`src/include/regfile_consts.svh`:
```
`ifndef REGFILE_CONSTS_SVH
`define REGFILE_CONSTS_SVH

// general registers of the core, eax through edi
`define RF_NUM_REGS 8

// architectural register width in bits
`define RF_DATA_W 32

// bytes per register, one write-enable lane each
`define RF_LANES (`RF_DATA_W / 8)

// writeback queue entries
// the sender owns this many credits coming out of reset
`define RF_FIFO_DEPTH 4

`endif

```
`src/design/regfile_pkg.sv`:
```
`include "regfile_consts.svh"

`default_nettype none

package regfile_pkg;

    // register number as it appears in the instruction encoding
    typedef logic [$clog2(`RF_NUM_REGS)-1:0] reg_id_t;

    // operand size code, same encoding as the decode stage
    typedef enum logic [1:0] {
        SIZE_8    = 2'd0,
        SIZE_16   = 2'd1,
        SIZE_32   = 2'd2,
        SIZE_RSVD = 2'd3
    } op_size_t;

    // one full register value
    typedef logic [`RF_DATA_W-1:0] reg_data_t;

    // a single writeback from the pipeline
    // for 8/16 bit sizes only the low bits of data matter
    typedef struct packed {
        reg_id_t   id;
        op_size_t  size;
        reg_data_t data;
    } wr_req_t;

    // byte enables, outer index is the register, inner is the byte lane
    typedef logic [`RF_NUM_REGS-1:0][`RF_LANES-1:0] byte_en_t;

    // read port request
    // id 4..7 at byte size means the high byte of id-4 (ah, ch, dh, bh)
    typedef struct packed {
        reg_id_t  id;
        op_size_t size;
    } rd_req_t;

endpackage

`default_nettype wire

```
`src/design/credit_fifo.sv`:
```
`default_nettype none

module credit_fifo #(
    parameter type PAYLOAD_T = logic [7:0],
    parameter int  DEPTH     = 4
) (
    input  logic     clk,
    input  logic     rst_n,
    input  logic     push,
    input  PAYLOAD_T push_data,
    input  logic     pop_en,
    output PAYLOAD_T head,
    output logic     head_valid,
    output logic     credit_return
);

    localparam int PTR_W = $clog2(DEPTH);
    localparam int CNT_W = $clog2(DEPTH + 1);

    PAYLOAD_T         mem [DEPTH];
    logic [PTR_W-1:0] wr_ptr;
    logic [PTR_W-1:0] rd_ptr;
    logic [CNT_W-1:0] count;
    logic             pop;

    // wrap explicitly so depths that are not a power of two work
    function automatic logic [PTR_W-1:0] next_ptr(input logic [PTR_W-1:0] ptr);
        logic [PTR_W-1:0] nxt;
        if (ptr == PTR_W'(DEPTH - 1)) begin
            nxt = '0;
        end else begin
            nxt = ptr + 1'b1;
        end
        return nxt;
    endfunction

    assign head_valid = (count != '0);
    assign head       = mem[rd_ptr];

    // retire the head unless the pipeline holds us
    assign pop           = head_valid && pop_en;
    // one credit back per retired entry, same cycle
    assign credit_return = pop;

    // payload storage
    always_ff @(posedge clk) begin
        if (push) begin
            mem[wr_ptr] <= push_data;
        end
    end

    // pointers and occupancy
    // sender never pushes without a credit, so no full check here
    always_ff @(posedge clk or negedge rst_n) begin
        if (!rst_n) begin
            wr_ptr <= '0;
            rd_ptr <= '0;
            count  <= '0;
        end else begin
            if (push) begin
                wr_ptr <= next_ptr(wr_ptr);
            end
            if (pop) begin
                rd_ptr <= next_ptr(rd_ptr);
            end
            case ({push, pop})
                2'b10:   count <= count + 1'b1;
                2'b01:   count <= count - 1'b1;
                default: count <= count;
            endcase
        end
    end

endmodule

`default_nettype wire

```
`src/design/gpr_array.sv`:
```
`include "regfile_consts.svh"

`default_nettype none

module gpr_array (
    input  logic                   clk,
    input  logic                   rst_n,
    input  regfile_pkg::byte_en_t  byte_en,
    input  regfile_pkg::reg_data_t lane_data,
    output regfile_pkg::reg_data_t regs [`RF_NUM_REGS]
);

    // one block per register
    // reg 0 is eax, then ecx, edx, ebx, esp, ebp, esi, edi
    for (genvar r = 0; r < `RF_NUM_REGS; r++) begin : g_reg

        // each byte lane has its own enable
        // the decoder already placed the right byte on every lane
        for (genvar b = 0; b < `RF_LANES; b++) begin : g_lane

            always_ff @(posedge clk or negedge rst_n) begin
                if (!rst_n) begin
                    // architectural state reads zero out of reset
                    regs[r][8*b +: 8] <= 8'h00;
                end else if (byte_en[r][b]) begin
                    regs[r][8*b +: 8] <= lane_data[8*b +: 8];
                end
            end

        end

    end

endmodule

`default_nettype wire

```
`src/design/read_aligner.sv`:
```
`include "regfile_consts.svh"

`default_nettype none

module read_aligner (
    input  regfile_pkg::rd_req_t   req,
    input  regfile_pkg::reg_data_t regs [`RF_NUM_REGS],
    output regfile_pkg::reg_data_t data
);

    import regfile_pkg::*;

    // register selected by the full id, for 16 and 32 bit reads
    reg_data_t sel_reg;
    // register selected by id[1:0], for byte reads
    reg_data_t byte_src;

    assign sel_reg  = regs[req.id];
    assign byte_src = regs[{1'b0, req.id[1:0]}];

    // same aliasing as the write side, result zero-extended
    always_comb begin
        case (req.size)
            SIZE_32: data = sel_reg;
            SIZE_16: data = reg_data_t'(sel_reg[15:0]);
            SIZE_8: begin
                // ah/ch/dh/bh come from bits 15:8 of id-4
                if (req.id[2]) begin
                    data = reg_data_t'(byte_src[15:8]);
                end else begin
                    data = reg_data_t'(byte_src[7:0]);
                end
            end
            // reserved size reads as zero
            default: data = '0;
        endcase
    end

endmodule

`default_nettype wire

```
`src/design/regfile_top.sv`:
```
`include "regfile_consts.svh"

`default_nettype none

module regfile_top (
    input  logic                   clk,
    input  logic                   rst_n,
    input  logic                   wr_valid,
    input  regfile_pkg::wr_req_t   wr_req,
    output logic                   credit_return,
    input  logic                   wb_stall,
    input  regfile_pkg::rd_req_t   rd0_req,
    output regfile_pkg::reg_data_t rd0_data,
    input  regfile_pkg::rd_req_t   rd1_req,
    output regfile_pkg::reg_data_t rd1_data
);

    import regfile_pkg::*;

    wr_req_t   head;
    logic      head_valid;
    logic      pop_en;
    logic      retire;
    byte_en_t  byte_en;
    reg_data_t lane_data;
    reg_data_t regs [`RF_NUM_REGS];

    // stall from the pipeline holds the queue head
    assign pop_en = !wb_stall;
    // head is written only in the cycle it leaves the queue
    assign retire = head_valid && pop_en;

    credit_fifo #(
        .PAYLOAD_T (wr_req_t),
        .DEPTH     (`RF_FIFO_DEPTH)
    ) fifo_inst (
        .clk           (clk),
        .rst_n         (rst_n),
        .push          (wr_valid),
        .push_data     (wr_req),
        .pop_en        (pop_en),
        .head          (head),
        .head_valid    (head_valid),
        .credit_return (credit_return)
    );

    write_lane_decoder decoder_inst (
        .req       (head),
        .valid     (retire),
        .byte_en   (byte_en),
        .lane_data (lane_data)
    );

    gpr_array array_inst (
        .clk       (clk),
        .rst_n     (rst_n),
        .byte_en   (byte_en),
        .lane_data (lane_data),
        .regs      (regs)
    );

    // two independent combinational read ports
    read_aligner rd0_aligner_inst (
        .req  (rd0_req),
        .regs (regs),
        .data (rd0_data)
    );

    read_aligner rd1_aligner_inst (
        .req  (rd1_req),
        .regs (regs),
        .data (rd1_data)
    );

endmodule

`default_nettype wire

```
`src/design/write_lane_decoder.sv`:
```
`default_nettype none

module write_lane_decoder (
    input  regfile_pkg::wr_req_t   req,
    input  logic                   valid,
    output regfile_pkg::byte_en_t  byte_en,
    output regfile_pkg::reg_data_t lane_data
);

    import regfile_pkg::*;

    // byte writes address only the first four registers
    logic [1:0] byte_reg;
    // id bit 2 selects the high byte (ah/ch/dh/bh) at byte size
    logic       high_byte;

    assign byte_reg  = req.id[1:0];
    assign high_byte = req.id[2];

    // enable matrix
    // 32-bit: all four lanes of reg id
    // 16-bit: lanes 1:0 of reg id
    // 8-bit:  lane 0 of reg id, or lane 1 of reg id-4
    always_comb begin
        byte_en = '0;
        if (valid) begin
            case (req.size)
                SIZE_32: byte_en[req.id] = 4'b1111;
                SIZE_16: byte_en[req.id] = 4'b0011;
                SIZE_8: begin
                    if (high_byte) begin
                        byte_en[{1'b0, byte_reg}] = 4'b0010;
                    end else begin
                        byte_en[{1'b0, byte_reg}] = 4'b0001;
                    end
                end
                // reserved size, nothing gets written
                default: byte_en = '0;
            endcase
        end
    end

    // steer data so every enabled lane sees its byte
    // byte value lands on both lane 0 and lane 1, halfword on both halves
    always_comb begin
        case (req.size)
            SIZE_8:  lane_data = {4{req.data[7:0]}};
            SIZE_16: lane_data = {2{req.data[15:0]}};
            default: lane_data = req.data;
        endcase
    end

endmodule

`default_nettype wire

```
`config.mk`:
```
export PLATFORM = sky130hd
export DESIGN_NAME = regfile_top
export DESIGN_NICKNAME = d
export VERILOG_FILES = /design/src/design/regfile_pkg.sv /design/src/design/credit_fifo.sv /design/src/design/gpr_array.sv /design/src/design/read_aligner.sv /design/src/design/regfile_top.sv /design/src/design/write_lane_decoder.sv
export VERILOG_INCLUDE_DIRS = /design/src /design/src/include
export SDC_FILE = /design/constraint.sdc
export NUM_CORES = 1
export LEC_CHECK = 0
export BUFFER_PORTS_ARGS = -buffer_cell sky130_fd_sc_hd__buf_2
export CORE_ASPECT_RATIO = 0.6
export CORE_UTILIZATION = 50
export DETAILED_ROUTE_END_ITERATION = 10
export GPL_TIMING_DRIVEN = 0
export PLACE_DENSITY_LB_ADDON = 0.2
export SLEW_MARGIN = 25
export SYNTH_ARGS = -nofsm -noshare
export SYNTH_HDL_FRONTEND = slang
export SYNTH_SLANG_ARGS = --single-unit
```
`constraint.sdc`:
```
create_clock -name clk -period 6.46 [get_ports clk]
set_input_delay 0.323 -clock clk [delete_from_list [all_inputs] [get_ports clk]]
set_output_delay 0.323 -clock clk [all_outputs]
set_load 0.05 [all_outputs]
```
==> results.md <==
| Parameter | Reported |
| --- | --- |
| Number of cells produced by synthesis | 1429 |
| Leakage | 9.134 nW |
| Setup repair after global routing missed its margin | no |
| Drt initial violations | 1706 |
| Number of setup buffers added after CTS | 0 |
| Initial antenna violation count | 3 |
| Vias in the first global route | 13512 |
| Wire length of the first global-routing pass | 86410 µm |
| Type of element capturing the critical path | primary output |
| Number of distinct library cell variants in the gate-level netlist after synthesis | 48 |
| Area of the core region | 0.03826 mm² |
| Worst-Margin Slew | 1093 ps |
| Number of design rule violations left after detail routing | 0 |
| Synth Cell Area | 0.01973 mm² |
| Final max-slew violation count | 0 |
| Mean area per synthesized cell | 13.81 µm² |
| Hold Violations, Final | 0 |
| Relative slew margins | 25.04% |
| Outcome | complete, no violations |
| Flops & latches, synth | 411 |
| Post-synthesis sequential area ratio | 55.87% |
| Routability Congestion | 0.9220 |
| Sum of internal, switching and leakage power | 0.01106 W |
| Boundary pin count | 116 |
| Kind of start point of the critical path | input port |
| CTS Root Cell | clkbuf_16 |
| Maximum buffer depth of the clock tree | 3 |
| Port Buffer Count | 109 |
| Clock tree from TritonCTS | built |
| Clock buffer count from CTS | 40 |
| Setup violation total in the final timing report | 0 |
| Pin count of the biggest net entering global routing | 95 |
| Share of Yosys cell area claimed by the top area cell type | 33.35% |
| Crit path time final | 3703 ps |
| Floorplan die area | 0.04029 mm² |
| Filler Cell Count | 3021 |
| Number of H-tree levels | 2 |
| Gr ovfl total | 0 |
| Crit Path Category | in -> out |
| Post-detailed-route wirelength per cell | 26.41 µm |
| Cell type with the highest aggregate area in the netlist | dfrtp_1 |
| Remaining antenna violation count after routing | 0 |
| Fraction of layout cells with a size suffix above 1 | 29.66% |
| Vertical extent of the die | 155.9 µm |
| Pre-antenna DRT Iters | 6 |
| Largest cells by area after synthesis | dfrtp_1 (33%), edfxtp_1 (23%), mux4_2 (19%) |
| # nets final | 1679 |
| Area taken by flip-flops and latches | 0.01103 mm² |
| Routed wire length | 57210 µm |
| Maximum clock frequency | 0.2700 GHz |
| Clock-pin slew reported for the worst setup and hold paths after clock tree synthesis | 60 ps |
| Total nets after synthesis | 1487 |
| Area taken by multi-input logic gates | 0.008193 mm² |
| Final-layout worst hold slack | 14.81 ps |
| TritonCTS sink count | 411 |
| Floorplan die width | 258.5 µm |
| Final TNS setup | 0 ps |
| Mean number of vias per cell | 6.290 |
| Detailed placement HPWL | 41350 µm |
| Cell Pwr Density | 485.0 mW/mm² |
| Effective utilization at floorplan | 51.58% |
| Number of warnings printed during yosys synthesis | 0 |
| CP Max Fanout | 10 |
| Clock tree skew after final layout | 17.30 ps |
| Number of maximum-capacitance constraint violations | 0 |
| Worst vdd rail ir drop | 0.2341 mV |
| Area growth from synthesis to layout | 15.51% |
| Latest clock arrival within the worst-skew pair | 560 ps |
| Total number of vias | 13625 |
| Total routing resource utilization after global routing | 29.25% |
| Arr. time, crit path | 3380 ps |
| Row count | 55 |
| Hold Crit Class | in -> reg |
| Crit path required time | 6140 ps |
| Period utilization | 57.32% |
| Final design utilization | 59.57% |
cells by family after synthesis:
| group | after synthesis | synth area share [%] |
|---|---|---|
| DFF | 411 | 55.87 |
| AOI/OAI and AO/OA | 259 | 7.082 |
| muxes | 305 | 26.62 |
| buffers and inverters | 121 | 2.695 |
| and+or+nand+nor | 318 | 6.860 |
| xor gates and xnor gates | 8 | 0.3931 |
| adders and majority gates | 7 | 0.4819 |
worst paths after layout:
path	slack, ps	depth (start not counted)	startpoint	end
worst max-delay path	2760	7	rd0_req[3]	rd0_data[17]
worst min-delay path	10	1	wr_req[20]	fifo_inst.mem[0][20]
worst max register to register	3000	6	fifo_inst.rd_ptr[1]	array_inst.regs[27]
worst min register to register	480	1	fifo_inst.count[2]	fifo_inst.count[2]
max in group asynchronous	4620	5	rst_n	array_inst.regs[222]
min in group asynchronous	330	2	rst_n	array_inst.regs[109]
sequential cells by signal, summed over array words and instances, names as in the netlist:
register	flops
fifo_inst.wr_ptr	2
fifo_inst.mem	148
fifo_inst.count	3
fifo_inst.rd_ptr	2
array_inst.regs	256
worst max-delay path, cell delays in order:
cell,delay (ps)
clkbuf_1,620
buf_1,580
clkbuf_1,730
mux4_2,360
nand2_1,140
a21oi_1,310
buf_2,310
power by group:
group	switching [W]	internal, W	leakage (nW)	total [W]
Clock	0.00105	0.00140	0.660	0.00244
Sequential	0.000589	0.00359	4.67	0.00418
Combinational	0.00267	0.00176	3.80	0.00443
Total	0.00431	0.00675	9.13	0.0111
per-stage QoR:
step                instance area, µm²  cells  setup slack (ps)
floorplan                        19730   1429              3555
global placement                 20920   2051             211.4
detailed placement               21100   2058              2890
CTS                              22780   2165              2871
global route                     22790   2166              2765
finish                           22790   2166              2757
synth_stat cells, drive strengths merged:
library cell	instances
and3b	1
ha	6
nor3b	2
a211oi	1
nand3	1
nor2b	1
or2	3
and4	2
nor4bb	1
edfxtp	148
nand3b	2
mux2i	35
nor3	4
clkbuf	67
dfrtp	263
fa	1
or3	2
nand4b	1
and2	4
nand4	1
o22ai	16
mux4	165
xnor2	5
nor2	63
xor2	3
or3b	1
a221oi	16
inv	10
nand2	226
a21oi	70
nor4b	2
a21o	1
mux2	105
buf	43
o21ai	155
clkinv	1
and3	1
cell usage in the layout, fill, tap and decap left out, drive strengths merged, types with 2 or more instances in the layout:
master         n
dfrtp        263
nand2        226
mux4         165
buf          159
o21ai        155
edfxtp       148
clkbuf       120
mux2         105
a21oi         70
nor2          63
mux2i         35
dlygate4sd3   34
o22ai         16
a221oi        16
clkinv        15
inv           10
ha             6
xnor2          5
and2           4
bufinv         4
nor3           4
or2            3
xor2           3
nor3b          2
and4           2
nand3b         2
or3            2
nor4b          2
clkinvlp       2
layout make-up:
class                           count  share of cell area [%]
Sequential cell                   411                   48.37
Multi-Input combinational cell    897                   35.94
Clock buffer                       53                   4.968
Timing Repair Buffer              150                   4.644
Tap cell                          513                   2.816
Buffer                            110                   2.152
Clock inverter                     20                  0.9167
Inverter                           11                  0.1811
Antenna cell                        1                 0.01098
layer usage:
metal	routed length (µm)	part of all wire [%]	global-route usage [%]
met2	24020	42	40.71
met4	1081	1.9	6.114
met5	12	0.021	0
met1	25360	44	44.66
met3	6731	12	9.600
repair_timing:
item	4_1_cts	5_1_grt
gates resized for setup	0	0
endpoints found under the hold margin	201	0
hold buffers	34	0
Power figures use the tool's default switching activity.
